File: src/common/hyperTestPkg.sv
// shared definitions for the HyperRAM test access subsystem
// bus widths, command bytes, register map and the command word view
`default_nettype none

package hyperTestPkg;

	// widths
	localparam int DQ_WIDTH       = 16;	// RAM data bus, buffer words
	localparam int BUF_ADDR_WIDTH = 8;	// 256-word buffers
	localparam int DIV_WIDTH      = 8;	// RAM clock divider register

	// command and address phase length, words before the bus turnaround
	localparam logic [BUF_ADDR_WIDTH-1:0] CA_WORDS  = 8'd8;
	localparam logic [BUF_ADDR_WIDTH-1:0] LAST_ADDR = '1;	// top buffer word

	// command bytes, upper half of pattern word 0
	localparam logic [7:0] CMD_WRITE = 8'h38;
	localparam logic [7:0] CMD_READ  = 8'hEB;

	// MCU register map
	localparam logic [1:0] REG_DIV    = 2'd0;	// RAM clock divider
	localparam logic [1:0] REG_CTRL   = 2'd1;	// bit 0 = test enable
	localparam logic [1:0] REG_STATUS = 2'd2;	// done + capture count

	// word 0 is both DQ data and the command,
	// so the same 16 bits get two views
	typedef union packed
	{
		logic [DQ_WIDTH-1:0] raw;	// as driven on DQ
		struct packed
		{
			logic [7:0] cmd;	// command byte
			logic [7:0] addr;	// first address byte
		} ca;
	} caWord_t;

endpackage

`default_nettype wire

File: src/hw/mcuRegFile.sv
// MCU register file
// holds the RAM clock divider and test enable, reads back status
`timescale 1ns/1ps
`default_nettype none

module mcuRegFile
(
	input  wire                                    iCLK,
	input  wire                                    iRST,
	input  wire                                    regWe,		// single-cycle write strobe
	input  wire  [1:0]                             regAddr,
	input  wire  [hyperTestPkg::DQ_WIDTH-1:0]       regWd,
	output logic [hyperTestPkg::DQ_WIDTH-1:0]       regRd,		// combinational on regAddr
	output logic [hyperTestPkg::DIV_WIDTH-1:0]      clkDiv,
	output logic                                   testEn,
	input  wire                                    done,		// sticky, from sequencer
	input  wire  [hyperTestPkg::BUF_ADDR_WIDTH-1:0] capCount
);

	// register writes
	always_ff @(posedge iCLK)
	begin
		if (iRST)
		begin
			clkDiv <= '0;
			testEn <= 1'b0;
		end
		else if (regWe)
		begin
			case (regAddr)
				hyperTestPkg::REG_DIV:
					clkDiv <= regWd[hyperTestPkg::DIV_WIDTH-1:0];
				hyperTestPkg::REG_CTRL:
					testEn <= regWd[0];	// clearing ends the run
				default:
					;	// status is read only
			endcase
		end
	end

	// readback mux, no wait state
	always_comb
	begin
		regRd = '0;
		case (regAddr)
			hyperTestPkg::REG_DIV:
				regRd[hyperTestPkg::DIV_WIDTH-1:0] = clkDiv;
			hyperTestPkg::REG_CTRL:
				regRd[0] = testEn;
			hyperTestPkg::REG_STATUS:
			begin
				regRd[hyperTestPkg::BUF_ADDR_WIDTH-1:0] = capCount;	// words captured
				regRd[hyperTestPkg::DQ_WIDTH-1]         = done;		// msb = done
			end
			default:
				regRd = '0;
		endcase
	end

	// divider must hold for the whole run, the sequencer compares against it live
	divStableWhileActive: assert property (
		@(posedge iCLK) disable iff (iRST)
		(testEn && !done) |=> $stable(clkDiv)
	);

endmodule

`default_nettype wire

File: config.mk
export PLATFORM = sky130hd
export DESIGN_NAME = mcuRegFile
export DESIGN_NICKNAME = d
export VERILOG_FILES = /design/src/common/hyperTestPkg.sv /design/src/hw/mcuRegFile.sv
export SDC_FILE = /design/constraint.sdc
export NUM_CORES = 1
export LEC_CHECK = 0
export BUFFER_PORTS_ARGS = -buffer_cell sky130_fd_sc_hd__clkbuf_2
export CAP_MARGIN = 40
export CORE_MARGIN = 1
export CORE_UTILIZATION = 32
export DETAILED_ROUTE_END_ITERATION = 10
export PLACE_DENSITY = 0.71
export SLEW_MARGIN = 25
export SYNTH_ARGS = -nofsm -noshare
export SYNTH_HDL_FRONTEND = slang
export SYNTH_SLANG_ARGS = --single-unit
File: constraint.sdc
create_clock -name iCLK -period 0.8 [get_ports iCLK]
set_input_delay 0.08 -clock iCLK [delete_from_list [all_inputs] [get_ports iCLK]]
set_output_delay 0.08 -clock iCLK [all_outputs]
set_load 0.01 [all_outputs]
==> impl_results.html, run 1 <==
<table>
<tr><th>Metric</th><th>Value</th></tr>
<tr><th colspan="2">Setup path</th></tr>
<tr><td>Cells along the critical path</td><td>mux2i_1 -&gt; nor2_1 -&gt; buf_2</td></tr>
<tr><td>Capturing element type of the critical path</td><td>output pin</td></tr>
<tr><td>Origin of the critical flop-to-flop path</td><td>clkDiv[3]</td></tr>
<tr><td>Category of the worst setup path launch point</td><td>register</td></tr>
<tr><td>Required arrival time at the worst endpoint</td><td>720 ps</td></tr>
<tr><td>Critical path origin</td><td>clkDiv[6]</td></tr>
<tr><td>Crit path max-delay cell type</td><td>dfxtp_2</td></tr>
<tr><td>Gate family responsible for the most delay along the worst path</td><td>flip-flops</td></tr>
<tr><td>CP max FO</td><td>3</td></tr>
<tr><td>Minimum setup slack among reg-to-reg paths</td><td>30 ps</td></tr>
<tr><td>Depth of the worst register-to-register path</td><td>4</td></tr>
<tr><td>Largest stage delay on the critical path</td><td>350 ps</td></tr>
<tr><td>Critical R2R Capture</td><td>clkDiv[3]</td></tr>
<tr><td>Crit path DAT</td><td>890 ps</td></tr>
<tr><td>Number of buffers and inverters on the critical path</td><td>1</td></tr>
<tr><td>CP Class</td><td>register to output pin</td></tr>
<tr><th colspan="2">Global routing</th></tr>
<tr><td>Global routing's busiest layer</td><td>met2</td></tr>
<tr><td>Overall routing resource usage</td><td>13.5%</td></tr>
<tr><td>GR Util met2</td><td>21.4%</td></tr>
<tr><td>Total congestion overflow</td><td>0</td></tr>
<tr><td>Largest net degree at the start of global routing</td><td>18</td></tr>
<tr><td>Met1 Resource Use GR</td><td>18.2%</td></tr>
<tr><td>Number of global-route vias before repair</td><td>479</td></tr>
<tr><td>Met3 track demand over resource</td><td>3.17%</td></tr>
<tr><td>Initial antenna violation count</td><td>0</td></tr>
<tr><td>First-pass GRT wire length</td><td>2.04 mm</td></tr>
<tr><th colspan="2">Clock tree</th></tr>
<tr><td>TritonCTS sink count</td><td>9</td></tr>
<tr><td>Largest buffer count on any clock path</td><td>2</td></tr>
<tr><td>Count of hold-fix buffers inserted at cts</td><td>0</td></tr>
<tr><td>CTS tree</td><td>yes</td></tr>
<tr><td>Clk pin slew, worst setup/hold paths</td><td>70 ps</td></tr>
<tr><td>Total clock buffers created by CTS</td><td>3</td></tr>
<tr><td>Root Buffer</td><td>clkbuf_4</td></tr>
<tr><td>Insertion delay to the later sink of the worst-skew pair</td><td>240 ps</td></tr>
<tr><td>Maximum level of the CTS H-tree</td><td>1</td></tr>
<tr><th colspan="2">Logic synthesis</th></tr>
<tr><td>Mean Syn Cell Area</td><td>9.00 µm²</td></tr>
<tr><td>Commonest cells in the synthesized netlist</td><td>mux2i_1 (17), nand2b_1 (17), dfxtp_1 (9)</td></tr>
<tr><td>Primary flip-flop cell chosen by synthesis mapping</td><td>dfxtp_1</td></tr>
<tr><td>Number of distinct library cells after synthesis</td><td>12</td></tr>
<tr><td>Synth Register Bits</td><td>9</td></tr>
<tr><td>Number of enable-type register cells in the synthesized netlist</td><td>0</td></tr>
<tr><td>Share of the yosys chip area belonging to registers</td><td>29.4%</td></tr>
<tr><td>Post-synthesis cell type with the largest combined area</td><td>dfxtp_1</td></tr>
<tr><td>Synthesized area</td><td>612 µm²</td></tr>
<tr><td>Cell count after synthesis</td><td>68</td></tr>
<tr><td>Post-synth top area share</td><td>29.4%</td></tr>
<tr><td>Yosys synthesis warning count</td><td>0</td></tr>
<tr><td>Synth top area cells</td><td>dfxtp_1 (29%), mux2i_1 (28%), nand2b_1 (17%)</td></tr>
<tr><td>Async SR Flop Fraction</td><td>0%</td></tr>
<tr><th colspan="2">Placement</th></tr>
<tr><td>Worst setup slack after placement</td><td>-53.7 ps</td></tr>
<tr><td>Placed Cells incl. Taps</td><td>132</td></tr>
<tr><td>Final weighted congestion in routability-driven placement</td><td>0.659</td></tr>
<tr><td>HPWL Detailed</td><td>961 µm</td></tr>
<tr><td>Port Buf Inserts</td><td>39</td></tr>
<tr><th colspan="2">Layout</th></tr>
<tr><td>Syn-to-layout area delta</td><td>68.7%</td></tr>
<tr><td>Final layout net count</td><td>152</td></tr>
<tr><td>Count of inserted antenna diode cells</td><td>0</td></tr>
<tr><td>Final core occ</td><td>58.5%</td></tr>
<tr><td>Fraction of final layout cells with drive strength greater than 1</td><td>56.2%</td></tr>
<tr><td>Non-filler cells, final</td><td>146</td></tr>
<tr><th colspan="2">Power and ir drop</th></tr>
<tr><td>Clock power share</td><td>29.9%</td></tr>
<tr><td>Power density of the placed cells</td><td>1110 mW/mm²</td></tr>
<tr><td>Sequential Power Share</td><td>41.9%</td></tr>
<tr><td>Switching pwr</td><td>0.000301 W</td></tr>
<tr><td>Gate power share</td><td>28.2%</td></tr>
<tr><td>Overall power</td><td>0.00114 W</td></tr>
<tr><td>Static leakage power</td><td>0.530 nW</td></tr>
<tr><td>VDD IR max</td><td>0.000799 V</td></tr>
<tr><td>Design internal power</td><td>0.000843 W</td></tr>
<tr><td>Switching Fraction</td><td>26.3%</td></tr>
<tr><th colspan="2">Route</th></tr>
<tr><td>Vias/cell</td><td>4.35</td></tr>
<tr><td>Antenna-violating nets left</td><td>0</td></tr>
<tr><td>Via count of the routed design</td><td>635</td></tr>
<tr><td>Total routed wirelength</td><td>1.45 mm</td></tr>
<tr><td>1st-pass router iterations</td><td>4</td></tr>
<tr><td>DRC violations left</td><td>0</td></tr>
<tr><td>Wire length per cell after detailed routing</td><td>9.90 µm</td></tr>
<tr><td>Number of DRC markers after the initial detailed-route iteration</td><td>4</td></tr>
<tr><th colspan="2">STA</th></tr>
<tr><td>Skew final</td><td>0 ps</td></tr>
<tr><td>Pins Over Slew Limit</td><td>0</td></tr>
<tr><td>Final worst setup slack</td><td>-172 ps</td></tr>
<tr><td>Portion of the clock cycle consumed by the worst path in the final layout</td><td>121%</td></tr>
<tr><td>Min Tclk post-route</td><td>972 ps</td></tr>
<tr><td>Number of setup violations in the final report</td><td>15</td></tr>
<tr><td>Maximum frequency from static timing analysis</td><td>1.03 GHz</td></tr>
<tr><td>RSZ-0062 raised after global routing</td><td>yes</td></tr>
<tr><td>Final Hold Fails</td><td>0</td></tr>
<tr><th colspan="2">Outcome</th></tr>
<tr><td>Status</td><td>complete, but fails checks</td></tr>
<tr><td>Violations in the final reports</td><td>setup timing</td></tr>
<tr><th colspan="2">Hold path</th></tr>
<tr><td>Launch point of the worst hold path</td><td>regWd[5]</td></tr>
<tr><td>Hold Crit Depth</td><td>3</td></tr>
<tr><td>Hold EP</td><td>clkDiv[5]</td></tr>
<tr><td>Classification of the worst-slack hold path</td><td>primary input to register</td></tr>
<tr><th colspan="2">Floorplanning</th></tr>
<tr><td>Number of ports placed on the die boundary</td><td>55</td></tr>
<tr><td>Height of the chip</td><td>45.7 µm</td></tr>
<tr><td>Die outline width</td><td>45.7 µm</td></tr>
<tr><td>Effective utilization at floorplan</td><td>34.7%</td></tr>
<tr><td>Area enclosed by the die boundary</td><td>0.00209 mm²</td></tr>
<tr><td>Core Footprint</td><td>0.00176 mm²</td></tr>
<tr><td>Std-Cell Rows</td><td>15</td></tr>
<tr><th colspan="2">Job</th></tr>
<tr><td>Number of max-capacitance violations reported</td><td>0</td></tr>
</table>
==> layer usage <==
layer	wire, µm	vias to the layer above
li1	-	314
met3	120	2
met1	592	285
met4	4	0
met2	728	34
met5	0	-
==> per-stage QoR <==
| stage | cell area, µm² | TNS (ps) | hold WS [ps] |
|---|---|---|---|
| floorplan | 634 | 0 | 235 |
| global placement | 826 | -320 | 326 |
| detailed placement | 826 | -395 | 336 |
| CTS | 942 | -1890 | 60.9 |
| global route | 1030 | -2350 | 74.5 |
| finish | 1030 | -1810 | 56.6 |
==> timing repair <==
action	in CTS	in global routing
pin swaps	4	4
resized for setup	14	27
setup buffers	8	2
setup endpoints to repair	17	19
==> cell families after synthesis <==
family | Yosys count | synth area share, %
other | 1 | 0.613
muxes | 17 | 27.8
and+or+nand+nor | 29 | 27.4
AOI/OAI and AO/OA | 1 | 0.817
DFF | 9 | 29.4
buffers and inverters | 11 | 13.9
==> worst max-delay path by stage <==
stage	to	depth (start not counted)
2_1_floorplan	regRd[0]	2
3_3_place_gp	clkDiv[0]	4
3_5_place_dp	clkDiv[6]	4
4_1_cts	regRd[6]	3
5_1_grt	regRd[6]	3
6_report	regRd[6]	3
==> area by class of cell <==
cell class                 count  area (µm²)
timing repair buffer          54         407
tap                           25        31.3
sequential                     9         191
clock buffer                   4        26.3
fill                         174         732
multi-input combinational     54         377
==> worst reg2reg max path, cell delays in order (launching register included) <==
cell	delay [ps]
dfxtp_2	330
buf_6	110
buf_6	100
nand2b_1	60
mux2i_1	60
==> sequential cells by signal, indices dropped and copies added (netlist names) <==
signal	flops
testEn	1
clkDiv	8
==> layout by cell type, fill, tap and decap left out, types with 3 or more instances in the layout <==
cell	count
conb_1	7
buf_4	6
clkbuf_2	25
buf_6	17
clkbuf_4	3
nor2_1	8
buf_2	5
nand2b_1	16
dfxtp_2	9
mux2i_1	17
==> power by group through the flow <==
| stage | Sequential [W] | Combinational [W] | Clock (W) |
|---|---|---|---|
| final | 0.000479 | 0.000323 | 0.000342 |
| after detailed placement | 0.000485 | 0.000263 | 0 |
| after CTS | 0.000477 | 0.000292 | 0.000352 |
| after floorplan | 0.000492 | 0.000164 | 0 |
| after global placement | 0.000485 | 0.000259 | 0 |
| after global routing | 0.000481 | 0.000351 | 0.000374 |
Power figures use the tool's default switching activity.
==> run 2, diff against run 1 <==
Settings changed: ABC_AREA from default to 1, PLACE_DENSITY 0.71 to 0.72.
==> run 2 against run 1 <==
The flow still finishes with violations (setup timing). Count of clock-buffer cells in the layout unchanged. Flip-flop and latch count unchanged. Cell count increased by 15%. Global-route usage increased by 1.1 points. Power increased by 2.3%. Highest routed layer is now met3.
==> impl_results.html, run 2 <==
<table>
<tr><th>Metric</th><th>Value</th></tr>
<tr><th colspan="2">Outcome</th></tr>
<tr><td>Status</td><td>complete, but fails checks</td></tr>
<tr><td>Violations in the final reports</td><td>setup timing</td></tr>
<tr><th colspan="2">Clock tree</th></tr>
<tr><td>TritonCTS sink count</td><td>9</td></tr>
<tr><td>CTS tree</td><td>yes</td></tr>
<tr><td>Maximum level of the CTS H-tree</td><td>1</td></tr>
<tr><td>Clk pin slew, worst setup/hold paths</td><td>60 ps</td></tr>
<tr><td>Largest buffer count on any clock path</td><td>2</td></tr>
<tr><td>Root Buffer</td><td>clkbuf_4</td></tr>
<tr><td>Total clock buffers created by CTS</td><td>3</td></tr>
<tr><td>Insertion delay to the later sink of the worst-skew pair</td><td>260 ps</td></tr>
<tr><th colspan="2">Power and ir drop</th></tr>
<tr><td>Power density of the placed cells</td><td>1260 mW/mm²</td></tr>
<tr><td>Design internal power</td><td>0.000827 W</td></tr>
<tr><td>VDD IR max</td><td>0.000713 V</td></tr>
<tr><td>Static leakage power</td><td>0.542 nW</td></tr>
<tr><td>Clock power share</td><td>29.3%</td></tr>
<tr><td>Switching pwr</td><td>0.000344 W</td></tr>
<tr><td>Switching Fraction</td><td>29.4%</td></tr>
<tr><td>Sequential Power Share</td><td>42.6%</td></tr>
<tr><td>Gate power share</td><td>28.1%</td></tr>
<tr><th colspan="2">Logic synthesis</th></tr>
<tr><td>Async SR Flop Fraction</td><td>0%</td></tr>
<tr><td>Primary flip-flop cell chosen by synthesis mapping</td><td>dfxtp_1</td></tr>
<tr><td>Post-synthesis cell type with the largest combined area</td><td>dfxtp_1</td></tr>
<tr><td>Number of distinct library cells after synthesis</td><td>13</td></tr>
<tr><td>Most frequently used cell type in the post-synthesis netlist</td><td>nand2_1</td></tr>
<tr><td>Cell count after synthesis</td><td>97</td></tr>
<tr><td>Yosys synthesis warning count</td><td>0</td></tr>
<tr><td>Share of the yosys chip area belonging to registers</td><td>30.2%</td></tr>
<tr><td>Synth Register Bits</td><td>9</td></tr>
<tr><td>Synthesized area</td><td>597 µm²</td></tr>
<tr><td>Number of enable-type register cells in the synthesized netlist</td><td>0</td></tr>
<tr><td>Synth top area cells</td><td>dfxtp_1 (30%), nand2_1 (21%), buf_4 (11%)</td></tr>
<tr><td>Post-synth top area share</td><td>30.2%</td></tr>
<tr><td>Mean Syn Cell Area</td><td>6.15 µm²</td></tr>
<tr><td>Commonest cells in the synthesized netlist</td><td>nand2_1 (33), nand3_1 (11), inv_1 (10), nor2_1 (10)</td></tr>
<tr><th colspan="2">Global routing</th></tr>
<tr><td>Total congestion overflow</td><td>0</td></tr>
<tr><td>Number of global-route vias before repair</td><td>545</td></tr>
<tr><td>Initial antenna violation count</td><td>0</td></tr>
<tr><td>Overall routing resource usage</td><td>14.6%</td></tr>
<tr><td>Largest net degree at the start of global routing</td><td>18</td></tr>
<tr><td>First-pass GRT wire length</td><td>2.17 mm</td></tr>
<tr><th colspan="2">Placement</th></tr>
<tr><td>Placed Cells incl. Taps</td><td>160</td></tr>
<tr><td>Final weighted congestion in routability-driven placement</td><td>0.664</td></tr>
<tr><td>Port Buf Inserts</td><td>39</td></tr>
<tr><td>HPWL Detailed</td><td>1.12 mm</td></tr>
<tr><th colspan="2">Setup path</th></tr>
<tr><td>Crit path DAT</td><td>860 ps</td></tr>
<tr><td>Required arrival time at the worst endpoint</td><td>720 ps</td></tr>
<tr><td>CP max FO</td><td>3</td></tr>
<tr><td>Critical path origin</td><td>clkDiv[0]</td></tr>
<tr><td>Minimum setup slack among reg-to-reg paths</td><td>60 ps</td></tr>
<tr><td>Capturing element type of the critical path</td><td>output pin</td></tr>
<tr><td>Category of the worst setup path launch point</td><td>register</td></tr>
<tr><td>CP Class</td><td>register to output pin</td></tr>
<tr><td>Origin of the critical flop-to-flop path</td><td>clkDiv[5]</td></tr>
<tr><th colspan="2">STA</th></tr>
<tr><td>Maximum frequency from static timing analysis</td><td>1.07 GHz</td></tr>
<tr><td>Portion of the clock cycle consumed by the worst path in the final layout</td><td>117%</td></tr>
<tr><td>Final worst setup slack</td><td>-139 ps</td></tr>
<tr><td>Skew final</td><td>0 ps</td></tr>
<tr><td>Pins Over Slew Limit</td><td>0</td></tr>
<tr><td>Min Tclk post-route</td><td>939 ps</td></tr>
<tr><td>RSZ-0062 raised after global routing</td><td>yes</td></tr>
<tr><td>Final Hold Fails</td><td>0</td></tr>
<tr><td>Number of setup violations in the final report</td><td>13</td></tr>
<tr><th colspan="2">Hold path</th></tr>
<tr><td>Classification of the worst-slack hold path</td><td>primary input to register</td></tr>
<tr><td>Launch point of the worst hold path</td><td>regWd[0]</td></tr>
<tr><th colspan="2">Layout</th></tr>
<tr><td>Flip-flop count of the largest register after layout</td><td>8</td></tr>
<tr><td>Non-filler cells, final</td><td>168</td></tr>
<tr><td>Count of inserted antenna diode cells</td><td>0</td></tr>
<tr><td>Final layout net count</td><td>174</td></tr>
<tr><td>Fraction of final layout cells with drive strength greater than 1</td><td>46.9%</td></tr>
<tr><td>Commonest non-fill, non-tap cell in the layout</td><td>nand2_1</td></tr>
<tr><td>Multi-input combinational cell area</td><td>325 µm²</td></tr>
<tr><td>Final core occ</td><td>53.3%</td></tr>
<tr><td>Most frequent cells in the layout</td><td>nand2_1 (30), clkbuf_2 (20), buf_2 (11)</td></tr>
<tr><td>Largest registers</td><td>clkDiv x8, testEn x1</td></tr>
<tr><td>Register area</td><td>194 µm²</td></tr>
<tr><td>Register bank with the most flops</td><td>clkDiv</td></tr>
<tr><td>Syn-to-layout area delta</td><td>56.0%</td></tr>
<tr><td>Final-layout fill cell count</td><td>180</td></tr>
<tr><th colspan="2">Route</th></tr>
<tr><td>Wire length per cell after detailed routing</td><td>9.14 µm</td></tr>
<tr><td>Total routed wirelength</td><td>1.54 mm</td></tr>
<tr><td>Antenna-violating nets left</td><td>0</td></tr>
<tr><td>Via count of the routed design</td><td>704</td></tr>
<tr><td>Vias/cell</td><td>4.19</td></tr>
<tr><td>Number of DRC markers after the initial detailed-route iteration</td><td>4</td></tr>
<tr><td>DRC violations left</td><td>0</td></tr>
<tr><td>1st-pass router iterations</td><td>4</td></tr>
<tr><th colspan="2">Job</th></tr>
<tr><td>Number of max-capacitance violations reported</td><td>0</td></tr>
<tr><th colspan="2">Floorplanning</th></tr>
<tr><td>Std-Cell Rows</td><td>15</td></tr>
<tr><td>Core Footprint</td><td>0.00175 mm²</td></tr>
<tr><td>Die outline width</td><td>45.2 µm</td></tr>
<tr><td>Area enclosed by the die boundary</td><td>0.00204 mm²</td></tr>
<tr><td>Effective utilization at floorplan</td><td>34.2%</td></tr>
<tr><td>Height of the chip</td><td>45.2 µm</td></tr>
<tr><td>Number of ports placed on the die boundary</td><td>55</td></tr>
</table>
==> run 2: changes by cell type after synthesis, sizes merged <==
cell	before	now
nand2	1	33
mux2i	17	0
nand2b	17	0
nand3	0	11
inv	0	10
a21oi	0	8
nor2	8	12
nand3b	2	0
clkinv	0	1
o21ai	1	0
==> run 2: cell type report <==
cell class,count,share of cell area [%]
multi-input cells,72,34.9
repair buffers,47,33.6
inverters,11,4.44
flip-flops and latches,9,20.8
clock buffers,4,2.82
well taps,25,3.36
==> run 2: worst max-delay path, cell delays in order, from the launching register on <==
cell	delay, ps
dfxtp_2	350
nand2_1	60
nand3_1	60
buf_2	130
==> run 2: final timing paths <==
path	end	cells past startpoint
max	regRd[0]	3
min	testEn	3
max reg2reg	clkDiv[5]	3
min reg2reg	clkDiv[3]	2
==> run 2: logic make-up (layout without fill, tap and decap cells) <==
family          Yosys count  after routing  share of synthesized area [%]
compound gates            8              8                           6.71
simple gates             57             57                           40.5
buf+inv                  22             62                           22.0
flops                     9              9                           30.2
other cells               1              7                          0.628
==> run 2: metrics by stage <==
| stage | hold slack, ps | power (W) | TNS (ps) | cell area (µm²) | setup WS (ps) |
|---|---|---|---|---|---|
| 2_1_floorplan | 210 | 0.000686 | 0 | 619 | 137 |
| 3_3_place_gp | 329 | 0.000773 | -688 | 786 | -51.4 |
| 3_5_place_dp | 328 | 0.000779 | -972 | 786 | -76.3 |
| 4_1_cts | 64.1 | 0.00114 | -1130 | 866 | -130 |
| 5_1_grt | 88.4 | 0.00124 | -1590 | 931 | -172 |
| 6_report | 58.0 | 0.00117 | -1140 | 931 | -139 |
==> run 2: routing by layer <==
metal	vias to the layer above	part of all wire, %	routed length, µm	track usage, %
met2	32	49	759	24.9
met3	0	5.5	84	2.40
met5	-	0	0	0
met4	0	0	0	5.45
met1	295	45	691	18.4
li1	377	-	-	-
==> run 2: timing repair <==
action                                  4_1_cts  5_1_grt
hold buffers                                  0        0
resized for setup                            13       31
buffers inserted                              3        1
endpoints found under the setup margin       17       19
pin swaps                                    14        1
==> run 2: power groups by stage <==
stage	combinational (W)	sequential, W	clock (W)
floorplan	0.000178	0.000508	0
global placement	0.000273	0.000500	0
detailed placement	0.000279	0.000500	0
CTS	0.000301	0.000495	0.000343
global route	0.000363	0.000501	0.000376
finish	0.000328	0.000499	0.000343
