$ cat src/common/hyperTestPkg.sv
// shared definitions for the HyperRAM test access subsystem
// bus widths, command bytes, register map and the command word view
`default_nettype none

package hyperTestPkg;

	// widths
	localparam int DQ_WIDTH       = 16;	// RAM data bus, buffer words
	localparam int BUF_ADDR_WIDTH = 8;	// 256-word buffers
	localparam int DIV_WIDTH      = 8;	// RAM clock divider register

	// command and address phase length, words before the bus turnaround
	localparam logic [BUF_ADDR_WIDTH-1:0] CA_WORDS  = 8'd8;
	localparam logic [BUF_ADDR_WIDTH-1:0] LAST_ADDR = '1;	// top buffer word

	// command bytes, upper half of pattern word 0
	localparam logic [7:0] CMD_WRITE = 8'h38;
	localparam logic [7:0] CMD_READ  = 8'hEB;

	// MCU register map
	localparam logic [1:0] REG_DIV    = 2'd0;	// RAM clock divider
	localparam logic [1:0] REG_CTRL   = 2'd1;	// bit 0 = test enable
	localparam logic [1:0] REG_STATUS = 2'd2;	// done + capture count

	// word 0 is both DQ data and the command,
	// so the same 16 bits get two views
	typedef union packed
	{
		logic [DQ_WIDTH-1:0] raw;	// as driven on DQ
		struct packed
		{
			logic [7:0] cmd;	// command byte
			logic [7:0] addr;	// first address byte
		} ca;
	} caWord_t;

endpackage

`default_nettype wire

$ cat src/memoryAccessTester/accessSequencer.sv
// HyperRAM access sequencer
// chip select, divided RAM clock, pattern walk, read turnaround and done
`timescale 1ns/1ps
`default_nettype none

module accessSequencer
(
	input  wire                                    iCLK,
	input  wire                                    iRST,
	input  wire                                    testEn,
	input  wire  [hyperTestPkg::DIV_WIDTH-1:0]      clkDiv,
	output logic [hyperTestPkg::BUF_ADDR_WIDTH-1:0] patRa,		// pattern read address
	input  wire  [hyperTestPkg::DQ_WIDTH-1:0]       patRd,		// one cycle after patRa
	output logic [hyperTestPkg::DQ_WIDTH-1:0]       ramDq,
	output logic                                   ramCs,		// active low
	output logic                                   ramClk,
	output logic                                   ramOe,		// low = memory drives
	output logic                                   testBusy,
	output logic                                   done		// sticky until reset
);

	hyperTestPkg::caWord_t                   patWord;	// pattern word, data or command view
	logic [hyperTestPkg::DIV_WIDTH-1:0]      divCnt;
	logic [hyperTestPkg::BUF_ADDR_WIDTH-1:0] patRaQ;	// address behind patRd
	logic                                   isRead;
	logic                                   divMax;
	logic                                   patStep;
	logic                                   doneSet;
	logic                                   oeSet;

	assign patWord.raw = patRd;
	assign ramDq       = patWord.raw;	// word held for a full RAM clock period
	assign testBusy    = ~ramCs;

	assign divMax  = (divCnt == clkDiv);		// end of one RAM clock phase
	assign patStep = ~ramCs & ~ramClk & divMax & ~done;	// RAM clock about to rise
	assign doneSet = patStep & (patRa == hyperTestPkg::LAST_ADDR - 1'b1);
	// turnaround once the command and address words are out
	assign oeSet   = patStep & isRead & (patRa == hyperTestPkg::CA_WORDS - 1'b1);

	// chip select follows enable until done
	always_ff @(posedge iCLK)
	begin
		if (iRST)
			ramCs <= 1'b1;
		else
			ramCs <= ~(testEn & ~done);	// one cycle behind enable
	end

	// divider, runs 0..clkDiv only while selected
	always_ff @(posedge iCLK)
	begin
		if (iRST || ramCs)
			divCnt <= '0;
		else if (divMax)
			divCnt <= '0;
		else
			divCnt <= divCnt + 1'b1;
	end

	always_ff @(posedge iCLK)
	begin
		if (iRST)
			ramClk <= 1'b0;
		else if (~ramCs & divMax)
			ramClk <= ~ramClk;	// every clkDiv+1 cycles
	end

	// pattern walk
	always_ff @(posedge iCLK)
	begin
		if (iRST)
		begin
			patRa  <= '0;
			patRaQ <= '0;
		end
		else
		begin
			if (patStep)
				patRa <= patRa + 1'b1;	// next word ready before the next edge
			patRaQ <= patRa;
		end
	end

	// command decode from the most recent word 0
	always_ff @(posedge iCLK)
	begin
		if (iRST)
			isRead <= 1'b0;
		else if (patRaQ == '0)
			isRead <= (patWord.ca.cmd == hyperTestPkg::CMD_READ);
	end

	always_ff @(posedge iCLK)
	begin
		if (iRST)
		begin
			ramOe <= 1'b1;	// write direction by default
			done  <= 1'b0;
		end
		else
		begin
			if (oeSet)
				ramOe <= 1'b0;	// stays low, memory owns DQ
			if (doneSet)
				done <= 1'b1;
		end
	end

	// no RAM clock edge without chip select
	clkOnlySelected: assert property (
		@(posedge iCLK) disable iff (iRST)
		$changed(ramClk) |-> $past(~ramCs)
	);

	// turnaround never inside the command and address phase
	oeAfterCaPhase: assert property (
		@(posedge iCLK) disable iff (iRST)
		$fell(ramOe) |-> (patRa >= hyperTestPkg::CA_WORDS)
	);

endmodule

`default_nettype wire

$ cat config.mk
export PLATFORM = sky130hd
export DESIGN_NAME = accessSequencer
export DESIGN_NICKNAME = d
export VERILOG_FILES = /design/src/common/hyperTestPkg.sv /design/src/memoryAccessTester/accessSequencer.sv
export SDC_FILE = /design/constraint.sdc
export NUM_CORES = 1
export LEC_CHECK = 0
export BUFFER_PORTS_ARGS = -buffer_cell sky130_fd_sc_hd__buf_2
export CAP_MARGIN = 40
export CORE_ASPECT_RATIO = 1.4
export CORE_MARGIN = 3
export CORE_UTILIZATION = 43
export CTS_CLUSTER_SIZE = 30
export DETAILED_ROUTE_END_ITERATION = 8
export PLACE_DENSITY_LB_ADDON = 0.2
export SYNTH_ARGS = -nofsm -noshare
export SYNTH_HDL_FRONTEND = slang
export SYNTH_SLANG_ARGS = --single-unit
export TNS_END_PERCENT = 10
$ cat constraint.sdc
create_clock -name iCLK -period 1.65 [get_ports iCLK]
set_clock_uncertainty 0.2 [all_clocks]
set_input_delay 0.2475 -clock iCLK [delete_from_list [all_inputs] [get_ports iCLK]]
set_output_delay 0.2475 -clock iCLK [all_outputs]
set_load 0.01 [all_outputs]
==> summary by stage, run 1 <==
Synth
The number of flops mapped to enable cells by yosys is 0. The net count of the mapped netlist is 181. Yosys attributes the largest share of cell area to sky130_fd_sc_hd__dfxtp_1, sky130_fd_sc_hd__buf_4, sky130_fd_sc_hd__mux2_2, sky130_fd_sc_hd__xnor2_1, sky130_fd_sc_hd__nor4_1. Summing the sequential cell areas from Yosys gives 41.1% of the chip area. Counting every instance in the synthesized netlist gives 151. Among all flip-flop cells after synthesis, the most frequent one is sky130_fd_sc_hd__dfxtp_1. During synthesis, Yosys emitted a total of 0 warnings.

Of all cell types, the one taking the most synthesized area is sky130_fd_sc_hd__dfxtp_1. The post-synthesis instance area is 0.00141 mm². Ranked by instance count, the synthesized netlist is headed by sky130_fd_sc_hd__dfxtp_1, sky130_fd_sc_hd__buf_4, sky130_fd_sc_hd__nor2_1. The fraction of post-synthesis cell area in the top cell type by area is 41.1%.

The average instance in the mapped netlist occupies 9.35 µm². Counting flops and latches in the post-synthesis netlist gives 29. Yosys instantiated no cell more often than sky130_fd_sc_hd__dfxtp_1.

The number of distinct library cell variants in the gate-level netlist after synthesis is 34. The share of flip-flops with an asynchronous set or reset is 0%.

Die
Row generation in the floorplan step produced 24 rows. The die covers 0.00402 mm². The initial utilization of the core area, before any placement, comes to 45.2%. The width of the die is 54.4 µm. During I/O placement, the number of pins put on the boundary was 56. The floorplan core area is 0.00312 mm².

In this run the vertical extent of the chip is 73.8 µm.

Final layout
Registers take 589 µm². The fraction of final layout cells sized beyond drive strength 1 is 50.0%. The area occupied by multi-input gates is 792 µm². The number of filler instances in the final layout is 269. The final non-filler cell total is 241. The area growth from synthesis to layout is 36.8%. In the final design database the tool counted 231 nets. The number of antenna diodes in the final layout is 0.

Clock tree
The number of clock sinks is 29. The clock slew at the register clock pins of the worst setup and hold paths is 0.06 ns. The H-tree depth is 2. The source-to-sink clock delay at the later pin of the worst-skew pair is 0.28 ns. The clock passes through at most 2 buffers. The clock tree from TritonCTS is built.

Once the clock tree was built, the setup fixing pass inserted 0 buffers. In this run, CTS created clock tree buffers numbering 5. The root buffer cell is sky130_fd_sc_hd__clkbuf_8.

Placed design
The final HPWL from detailed placement is 2550 µm. The final RePlAce weighted congestion is 0.867. After detailed placement, the design holds a cell count of 231. The number of I/O port buffers is 39.

Worst setup path
The setup slack of the worst register-to-register path is -0.07 ns. The slowest stage cell on the critical path is sky130_fd_sc_hd__mux2_2. The signal on the critical path passes through xnor2_1 > nand4_1 > buf_6 > nor3b_4 > mux2_2. The maximum fanout encountered on the critical timing path is 5. The kind of start point of the critical path is a flip-flop. The length in cells of the worst reg-to-reg path is 5.

The data arrival time at the worst-slack endpoint is 1.68 ns. Data on the critical path is required at its endpoint by 1.61 ns. The number of buffer and inverter stages on the critical path is 1. The total stage count of the critical path is 5.

The largest single stage delay on the critical path is 0.36 ns. The endpoint class of the critical path is a flip-flop. The setup path with the least slack is of type reg -> reg. Among cell families on the critical path, the largest total delay comes from simple AND/OR/NAND/NOR gates.

Min path
The min-delay analysis places its worst path in the category in -> reg. The worst hold path stage count is 2.

STA
The worst pin sits at a relative slew slack of 80.3%. The clock period minus final worst setup slack is 1.72 ns. The final hold slack is 0.142 ns. At the pin with the least slew margin, the transition time is 0.296 ns.

The final number of setup-violating endpoints is 8. The number of hold violations in the final report came to 0. Of the available clock period, the critical path in the final layout requires 104%. Setup repair after global routing could not meet its margin everywhere. The highest clock rate is 0.582 GHz. Once routing completed, OpenROAD measured the worst setup slack at -0.0683 ns. The number of slew-limit violations in the final report is 0.

Power and ir drop
Summed over all cells, the static leakage comes to 0.861 nW. The share of total power in combinational logic is 8.6%. Of the total power, registers draw 51.8%. The switching fraction of total power is 22.4%. Per report_power, the clock group accounts for 39.6% of the total. Dividing total power by cell area gives a power density of 706 mW/mm². The reported net switching power is 0.000305 W.

The cell-internal power is 0.00106 W. The worst-case vdd ir drop is 0.460 mV.

Status
The final reports fail on setup timing. The run finished, with violations left.

Detailed routing
In the routed layout, each cell is associated on average with a via count of 5.25. The number of DRC violations after detailed routing is 0. The via count is 1266. The total wire length is 3460 µm. The detail route stage leaves a number of antenna-violating nets equal to 0. The number of DRC violations after detailed-routing iteration 0 is 33. In the final routed layout, each cell accounts on average for 14.4 µm. For this run, the detailed router's first-pass iteration total came to 4.

GRT
The initial antenna violation count is 0. The number of global-route vias before repair is 1251. Entering global routing, the biggest net connects 18 pins.

The total global-route track usage is 19.1%. The total global routing overflow is 0. The first global-routing pass estimated 5530 µm of wire.

Job
The number of max-cap violations is 0.
[area by class of cell]
class	count	share of cell area, %
multi-input combinational	96	41.0
tap	39	2.53
timing repair buffer	66	21.2
inverter	3	0.583
clock buffer	8	4.15
sequential	29	30.5
[logic make-up after synthesis]
logic type	share of synthesized area (%)
simple gates	26.2
flops	41.1
buf+inv	11.8
xor+xnor	8.69
mux	6.29
compound gates	3.19
fa+ha+maj	2.66
[power groups by stage]
stage / clock, W / combinational [W] / sequential, W
2_1_floorplan: 0 / 0.0000794 / 0.000722
3_3_place_gp: 0 / 0.0000991 / 0.000720
3_5_place_dp: 0 / 0.000102 / 0.000720
4_1_cts: 0.000553 / 0.000109 / 0.000705
5_1_grt: 0.000580 / 0.000129 / 0.000705
6_report: 0.000540 / 0.000118 / 0.000705
[worst register-to-register path: stages, from the launching register on]
cell and delay, ns:
sky130_fd_sc_hd__dfxtp_2 0.33, sky130_fd_sc_hd__xnor2_1 0.14, sky130_fd_sc_hd__nand4_1 0.16, sky130_fd_sc_hd__buf_6 0.17, sky130_fd_sc_hd__nor3b_4 0.24, sky130_fd_sc_hd__mux2_2 0.36
[per-layer routing]
layer	vias up	GRT usage, %	wire length [µm]
li1	622	-	-
met1	603	18.4	1240
met2	33	35.3	1970
met3	8	4.67	169
met4	0	9.97	84
met5	-	0	0
[sequential cells by signal (all words and copies together) (netlist names)]
name,cells
divCnt,8
patRaQ,8
patRa,8
done,1
isRead,1
ramClk,1
ramCs,1
ramOe,1
[cells in the final DEF, fill, tap and decap left out, types with 2 or more instances in the layout]
cell	count
sky130_fd_sc_hd__buf_2	40
sky130_fd_sc_hd__dfxtp_1	22
sky130_fd_sc_hd__buf_4	22
sky130_fd_sc_hd__nor2_1	12
sky130_fd_sc_hd__nor2b_1	7
sky130_fd_sc_hd__nand3_1	7
sky130_fd_sc_hd__nor4_1	7
sky130_fd_sc_hd__dfxtp_2	7
sky130_fd_sc_hd__xnor2_1	6
sky130_fd_sc_hd__nand4_1	5
sky130_fd_sc_hd__mux2_2	5
sky130_fd_sc_hd__xor2_1	5
sky130_fd_sc_hd__clkbuf_8	5
sky130_fd_sc_hd__nand2_1	4
sky130_fd_sc_hd__inv_1	3
sky130_fd_sc_hd__xnor2_2	3
sky130_fd_sc_hd__nor3_2	3
sky130_fd_sc_hd__and3_1	3
sky130_fd_sc_hd__nor4_4	3
sky130_fd_sc_hd__clkbuf_1	3
sky130_fd_sc_hd__buf_6	3
sky130_fd_sc_hd__nor4_2	2
sky130_fd_sc_hd__mux2_4	2
sky130_fd_sc_hd__nand4b_1	2
sky130_fd_sc_hd__ha_1	2
[path summary, 6_finish.rpt]
kind              from  endpoint
max          divCnt[2]  patRa[1]
min               iRST  patRa[6]
max reg2reg  divCnt[2]  patRa[1]
min reg2reg      ramOe     ramOe
[through the flow]
step	setup TNS (ns)	instance area (µm²)	utilization, %	total power, W	worst slack (ns)
6_report	-0.402	1930	61.8	0.00136	-0.0683
2_1_floorplan	-0.231	1430	-	0.000801	-0.0820
3_5_place_dp	-0.796	1710	54.6	0.000822	-0.145
5_1_grt	-1.51	1930	61.8	0.00141	-0.162
3_3_place_gp	-0.478	1710	54.6	0.000819	-0.0972
4_1_cts	-0.263	1860	59.5	0.00137	-0.0666
[what timing repair did]
item                                    in CTS  in global routing
hold buffers                                 1                  0
pin swaps                                    7                  4
gates cloned                                 0                  1
resized for setup                           16                 14
endpoints found under the hold margin        1                  0
endpoints found under the setup margin       9                 19
Power figures use the tool's default switching activity.
==> run 2: changes to the inputs <==
--- a/config.mk
+++ b/config.mk
@@ -7,9 +7,11 @@
 export LEC_CHECK = 0
 export BUFFER_PORTS_ARGS = -buffer_cell sky130_fd_sc_hd__buf_2
 export CAP_MARGIN = 40
+export CELL_PAD_IN_SITES_DETAIL_PLACEMENT = 2
+export CELL_PAD_IN_SITES_GLOBAL_PLACEMENT = 2
 export CORE_ASPECT_RATIO = 1.4
 export CORE_MARGIN = 3
-export CORE_UTILIZATION = 43
+export CORE_UTILIZATION = 25
 export CTS_CLUSTER_SIZE = 30
 export DETAILED_ROUTE_END_ITERATION = 8
 export PLACE_DENSITY_LB_ADDON = 0.2
==> run 2 against run 1 <==
Against the previous run:
- the flow still finishes with violations (setup timing)
- register-to-register slack worse by 0.05 ns
- routed wire length is 37% higher
- sequential share of layout area is 2.2 points lower
- sequential power hardly changed
- clock-buffer cell count is 1 lower
- first-iteration DRC count is 42% higher
- critical path depth stayed put
- critical endpoint unchanged
- highest routed layer unchanged
==> summary by stage, run 2 (synthesis gave the netlist of run 1 again) <==
Worst setup path
The cell type group with the largest total delay on the critical path is simple AND/OR/NAND/NOR gates. The destination of the critical timing path is patRa[1]. The beginning of the worst register-to-register path is divCnt[3]. The length in cells of the worst reg-to-reg path is 5. Traced cell by cell, the critical path runs through xnor2_2 > nand4_1 > buf_6 > nor3b_4 > mux2_4. The endpoint class of the critical path is a flip-flop. Setup slack on the worst reg-to-reg path comes out at -0.12 ns. Tracing the worst setup path back leads to its startpoint at divCnt[3]. By startpoint and endpoint, the worst setup path is classified as reg -> reg. The slowest stage cell on the critical path is sky130_fd_sc_hd__dfxtp_2. The total stage count of the critical path is 5.

Data on the critical path arrives at its endpoint at 1.74 ns. For this run, the slowest stage of the critical path takes 0.34 ns. The data required time of the critical path is 1.62 ns. The kind of start point of the critical path is a flip-flop. The endpoint identified for the worst register-to-register timing path is patRa[1]. The maximum fanout encountered on the critical timing path is 5. Together, buffers and inverters on the worst path number 1.

STA
The number of slew-limit violations in the final report is 0. The routed design could run at a clock period as short as 1.77 ns. The final setup TNS is -0.770 ns. The final critical path takes up 107% of the cycle. Once routing completed, OpenROAD measured the worst setup slack at -0.117 ns. Setup violations remaining at the end of the flow were counted as 15.

The number of hold violations in the final report is 0. The highest clock rate is 0.566 GHz. Setup repair after global routing could not meet its margin everywhere. The pin slew with the least headroom to its limit is 0.300 ns. The worst slew slack as a fraction of its limit is 79.8%.

Placed design
The number of I/O port buffers is 39. The final RePlAce weighted congestion is 0.744. The final HPWL from detailed placement is 3590 µm. The setup slack at placement is -0.215 ns. Summing all placed instances gives a cell area of 0.00179 mm².

Power and ir drop
The power per cell area is 716 mW/mm². The post-layout total power is 0.00150 W. The static power due to leakage is 0.938 nW. VDD sags by at most 0.284 mV.

GRT
The number of global-route vias before repair is 1524. The first global-routing pass estimated 7570 µm of wire. Entering global routing, the biggest net connects 15 pins.

The total global-route track usage is 14.8%. The total global routing overflow is 0. The initial antenna violation count is 0.

Die
The total number of placement rows is 31. The floorplan step defined a die boundary enclosing 0.00660 mm². 56 I/O pins were placed. The core region is 0.00531 mm². The width of the die is 69.5 µm. The initial utilization of the core area, before any placement, comes to 26.6%. The chip height is 94.9 µm.

Detailed routing
After detailed routing, the number of remaining DRC violations is 0. Once detail routing completed, the nets flagged for antenna violations numbered 0. The number of DRC violations after detailed-routing iteration 0 is 47. The via count is 1334.

The first-pass iteration count of the detailed router is 4. For this block, the routed nets add up to 4740 µm of wire. Dividing the detail-routed via count by the number of cells gives 4.83. Dividing the detail-routed wire length by the instance count gives 17.2 µm.

Final layout
The repair_antennas step left the layout with diodes totalling 0. The total number of nets in the final design is 239. The largest registers in the layout are divCnt: 8 flops, patRaQ: 8 flops, patRa: 8 flops. Cells with a size suffix above 1 make up 55.7% of the layout. The finished cells cover 0.00209 mm². The area growth from synthesis to layout is 48.1%. The most frequent standard cell in the layout excluding fill and tap cells is sky130_fd_sc_hd__buf_2. The number of filler instances in the final layout is 589.

Leaving out fill and tap cells, the most frequent cells in the layout are sky130_fd_sc_hd__buf_2, sky130_fd_sc_hd__buf_4, sky130_fd_sc_hd__dfxtp_1, sky130_fd_sc_hd__nor2_1.

Job
The tool flagged a number of max-cap violations equal to 0.

Min path
In this run the worst hold path is classified as in -> reg.

Status
The checks that failed: setup timing. The run finished, with violations left.

Clock tree
The clock slew at the register clock pins of the worst setup and hold paths is 0.07 ns. Counting every sink on the clock net gives 29. Clock latency on the worst-skew pair, taken at its later pin, is 0.29 ns. CTS placed an instance of sky130_fd_sc_hd__clkbuf_8 at the clock tree root. The number of buffers added by the clock tree synthesis step is 5.

The worst-case clock buffer depth is 2. The H-tree was split into 2 levels. TritonCTS built the clock tree.
run 2: cell count changes in the layout (fill, tap and decap cells not counted), moves of 2 or more:
cell	previous run	this run
sky130_fd_sc_hd__nor4_2	2	5
sky130_fd_sc_hd__mux2_2	5	3
sky130_fd_sc_hd__xnor2_2	3	7
sky130_fd_sc_hd__xnor2_1	6	2
sky130_fd_sc_hd__clkbuf_8	5	7
sky130_fd_sc_hd__buf_4	22	30
sky130_fd_sc_hd__clkbuf_1	3	0
sky130_fd_sc_hd__mux2_4	2	4
sky130_fd_sc_hd__nor4_1	7	5
run 2: repair_timing:
item	4_1_cts	5_1_grt
hold buffers	1	0
setup endpoints to repair	11	19
setup buffers	0	1
resized for setup	17	20
gates cloned	0	1
pin swaps	4	6
hold endpoints to repair	1	0
run 2: routing by layer:
metal	routed length, µm	GRT usage (%)	vias up
met2	2750	30.0	43
met5	0	0	-
met3	223	3.62	17
met1	1610	13.0	641
met4	161	8.47	0
li1	-	-	633
run 2: worst min path at each step:
stage	startpoint	to	depth (start not counted)
after global placement	testEn	ramCs	2
after CTS	iRST	patRaQ[6]	2
final	iRST	patRaQ[6]	2
after detailed placement	testEn	ramCs	2
after floorplan	testEn	ramCs	1
after global routing	iRST	patRaQ[6]	2
run 2: worst reg2reg max path, stage by stage (launching register included):
cell,delay (ns)
sky130_fd_sc_hd__dfxtp_2,0.34
sky130_fd_sc_hd__xnor2_2,0.14
sky130_fd_sc_hd__nand4_1,0.18
sky130_fd_sc_hd__buf_6,0.19
sky130_fd_sc_hd__nor3b_4,0.29
sky130_fd_sc_hd__mux2_4,0.33
run 2: report_power, final:
group,switching (W),internal (W)
registers,0.00000218,0.000701
clock network,0.000288,0.000377
logic,0.0000671,0.0000613
total,0.000357,0.00114
run 2: area by class of cell:
type	count	area [µm²]	share of cell area, %
sequential	29	593	28.4
clock buffer	7	96.3	4.61
multi-input combinational	96	833	39.9
tap	66	82.6	3.95
timing repair buffer	74	469	22.4
clock inverter	1	5.00	0.239
inverter	3	11.3	0.539
run 2: through the flow:
stage | std cells | utilization (%) | hold slack (ns)
detailed placement | 265 | 33.7 | 0.268
global placement | 265 | 33.7 | 0.238
global route | 276 | 39.3 | 0.143
finish | 276 | 39.3 | 0.111
CTS | 274 | 37.3 | 0.113
floorplan | 151 | - | 0.131
==> run 3: changes to the inputs <==
--- a/config.mk
+++ b/config.mk
@@ -7,11 +7,11 @@
 export LEC_CHECK = 0
 export BUFFER_PORTS_ARGS = -buffer_cell sky130_fd_sc_hd__buf_2
 export CAP_MARGIN = 40
-export CELL_PAD_IN_SITES_DETAIL_PLACEMENT = 2
-export CELL_PAD_IN_SITES_GLOBAL_PLACEMENT = 2
+export CELL_PAD_IN_SITES_DETAIL_PLACEMENT = 1
+export CELL_PAD_IN_SITES_GLOBAL_PLACEMENT = 1
 export CORE_ASPECT_RATIO = 1.4
 export CORE_MARGIN = 3
-export CORE_UTILIZATION = 25
+export CORE_UTILIZATION = 31
 export CTS_CLUSTER_SIZE = 30
 export DETAILED_ROUTE_END_ITERATION = 8
 export PLACE_DENSITY_LB_ADDON = 0.2
==> run 3 against run 2 <==
Against the previous run:
- the run still ends with setup timing left
- first-iteration DRC count decreased by 40%
- worst setup slack gained 0.0053 ns
- design area shrank 2.0%
- register-to-register slack about the same
- sequential power is essentially flat
- critical endpoint unchanged
- largest cell class unchanged
==> summary by stage, run 3 (synthesis gave the netlist of run 1 again) <==
Detailed routing
The total wire length is 4230 µm. The first-pass iteration count of the detailed router is 4. After detailed routing, the number of vias per cell comes to 4.85. In this run the remaining antenna-violating nets after routing total 0.

For this run, design rule violations remaining after detail routing come to 0. After the first detailed-routing iteration, the DRC count stood at 28. The routed wire length per instance is 15.8 µm. For this block, the via count after detailed routing is 1294.

Worst setup path
The critical path class is reg -> reg. The largest single stage delay on the critical path is 0.36 ns. The startpoint identified for the worst register-to-register timing path is divCnt[5]. On the critical path, the stage with the largest delay is an instance of sky130_fd_sc_hd__dfxtp_4. The maximum fanout encountered on the critical timing path is 5. The data required time of the critical path is 1.62 ns. The endpoint of the most critical register-to-register path is patRa[1]. The setup slack of the worst register-to-register path is -0.11 ns. Traced cell by cell, the critical path runs through xnor2_2 > nand4_1 > buf_6 > nor3b_4 > mux2_4. STA classifies the critical path startpoint as a flip-flop. The worst register-to-register path has a depth of 5.

Data on the critical path arrives at its endpoint at 1.73 ns. The endpoint class of the critical path is a flip-flop.

Placed design
The final HPWL from detailed placement is 3190 µm. Buffers placed on the I/O ports in this run total 39. The final RePlAce weighted congestion is 0.821.

GRT
The met3 global-route usage is 4.72%. In this run the most used layer during global routing was met2. Entering global routing, the biggest net connects 13 pins. Summed over all layers, the global routing overflow is 0. For met2 alone, demand over resource in global routing was 30.9%. The global-route met1 utilization is 15.0%. The first global-routing pass estimated 6640 µm of wire. The number of global-route vias before repair is 1423. The initial antenna violation count is 0.

The total global-route track usage is 15.9%.

Job
The tool flagged a number of max-cap violations equal to 0.

Clock tree
The clock tree from TritonCTS is built. The source-to-sink clock delay at the later pin of the worst-skew pair is 0.28 ns. The root buffer cell is sky130_fd_sc_hd__clkbuf_8.

The worst-case clock buffer depth is 2. The number of clock sinks is 29. Buffers inserted during clock tree synthesis total 5. The H-tree depth is 2. The clock slew at the register clock pins of the worst setup and hold paths is 0.06 ns.

Power and ir drop
Dividing total power by cell area gives a power density of 712 mW/mm². In this run the static leakage power is 0.909 nW. The worst-case IR drop observed on VDD is 0.456 mV.

Final layout
Counting the fill cells in the layout gives 522. The number of antenna cells inserted is 0. The top cell types in the final layout, fill and taps aside, are sky130_fd_sc_hd__buf_2, sky130_fd_sc_hd__buf_4, sky130_fd_sc_hd__dfxtp_1, sky130_fd_sc_hd__nor2_1.

The area occupied by multi-input gates is 820 µm². The core utilization of the finished layout is 47.6%. Leaving out fill and tap cells, the most frequent cell in the layout is sky130_fd_sc_hd__buf_2. The fraction of final layout cells sized beyond drive strength 1 is 55.6%.

The growth of design area from synthesis to finish is 45.2%. The largest registers in the layout are divCnt: 8 flops, patRaQ: 8 flops, patRa: 8 flops. The area taken by flip-flops and latches is 596 µm².

The total number of nets in the final design is 236.

Die
The number of I/O pins is 56. The core region is 0.00431 mm². The die covers 0.00541 mm². The total number of placement rows is 28. The floorplan step set the die width to 63.0 µm. The effective utilization at floorplan is 32.8%.

The chip height is 85.8 µm.

STA
The final number of setup-violating endpoints is 12. The final critical-path share of the clock period is 107%. For the pin with the worst max-slew slack, the measured transition is 0.298 ns. The final setup TNS is -0.757 ns. The number of slew-limit violations in the final report is 0.

Setup repair after global routing could not meet its margin everywhere. In the post-route analysis, the smallest setup slack over all paths is -0.111 ns. The highest clock rate is 0.568 GHz.

The number of hold violations in the final report is 0. The clock period minus final worst setup slack is 1.76 ns. The worst slew slack as a fraction of its limit is 80.0%.

Status
The checks that failed: setup timing. The run finished, with violations left.

Min path
The worst hold path belongs to the class in -> reg. The worst hold path stage count is 2. The hold path endpoint is isRead. In this run the most critical hold path is launched from iRST.
==> run 3: changes by cell type in the layout (fill, tap and decap cells not counted), sizes merged <==
cell  change
buf       -3
==> run 3: worst max path at each step <==
stage              start        to  slack, ns  depth (start not counted)
3_3_place_gp   divCnt[5]  patRa[4]      -0.12                          5
3_5_place_dp   divCnt[5]  patRa[1]      -0.14                          5
6_report       divCnt[5]  patRa[1]      -0.11                          5
5_1_grt        divCnt[6]  patRa[1]      -0.20                          5
4_1_cts        divCnt[7]  patRa[1]      -0.08                          5
2_1_floorplan  divCnt[0]  patRa[5]      -0.08                          5
==> run 3: where the power goes <==
| group | total [W] | internal, W | leakage [nW] | switching [W] |
|---|---|---|---|---|
| clock | 0.000636 | 0.000376 | 0.0542 | 0.000260 |
| combinational | 0.000122 | 0.0000583 | 0.616 | 0.0000638 |
| sequential | 0.000702 | 0.000700 | 0.239 | 0.00000206 |
| total | 0.00146 | 0.00113 | 0.909 | 0.000326 |
==> run 3: worst max-delay path: cells and delay by family (launching register included) <==
kind / cells / cell delay [ns]
flops: 1 / 0.36
mux: 1 / 0.33
buf+inv: 1 / 0.18
xor+xnor: 1 / 0.11
simple gates: 2 / 0.47
==> run 3: stage by stage <==
stage | instance area, µm² | hold WS, ns | cells | total power [W] | setup slack (ns)
after floorplan | 1430 | 0.131 | 151 | 0.000801 | -0.0820
after global placement | 1750 | 0.237 | 255 | 0.000822 | -0.116
after global routing | 2050 | 0.105 | 267 | 0.00153 | -0.200
after CTS | 1950 | 0.0954 | 266 | 0.00148 | -0.0766
final | 2050 | 0.0980 | 267 | 0.00146 | -0.111
after detailed placement | 1750 | 0.251 | 255 | 0.000827 | -0.137
==> run 3: timing repair <==
action / 4_1_cts / 5_1_grt
endpoints found under the hold margin: 1 / 0
setup buffers: 2 / 1
pin swaps: 1 / 9
cloned: 0 / 1
gates resized for setup: 15 / 24
setup endpoints to repair: 12 / 19
hold buffers: 1 / 0
==> run 3: per-layer routing <==
layer / wire [µm] / vias up
li1: - / 628
met1: 1450 / 622
met2: 2490 / 35
met3: 179 / 9
met4: 104 / 0
met5: 0 / -
==> run 3: cell type report <==
| class | count | area share [%] |
|---|---|---|
| multi-input cells | 96 | 40.0 |
| flip-flops and latches | 29 | 29.1 |
| repair buffers | 71 | 21.8 |
| clock buffers | 7 | 4.70 |
| well taps | 60 | 3.66 |
| inverters | 3 | 0.549 |
| clock inverters | 1 | 0.244 |
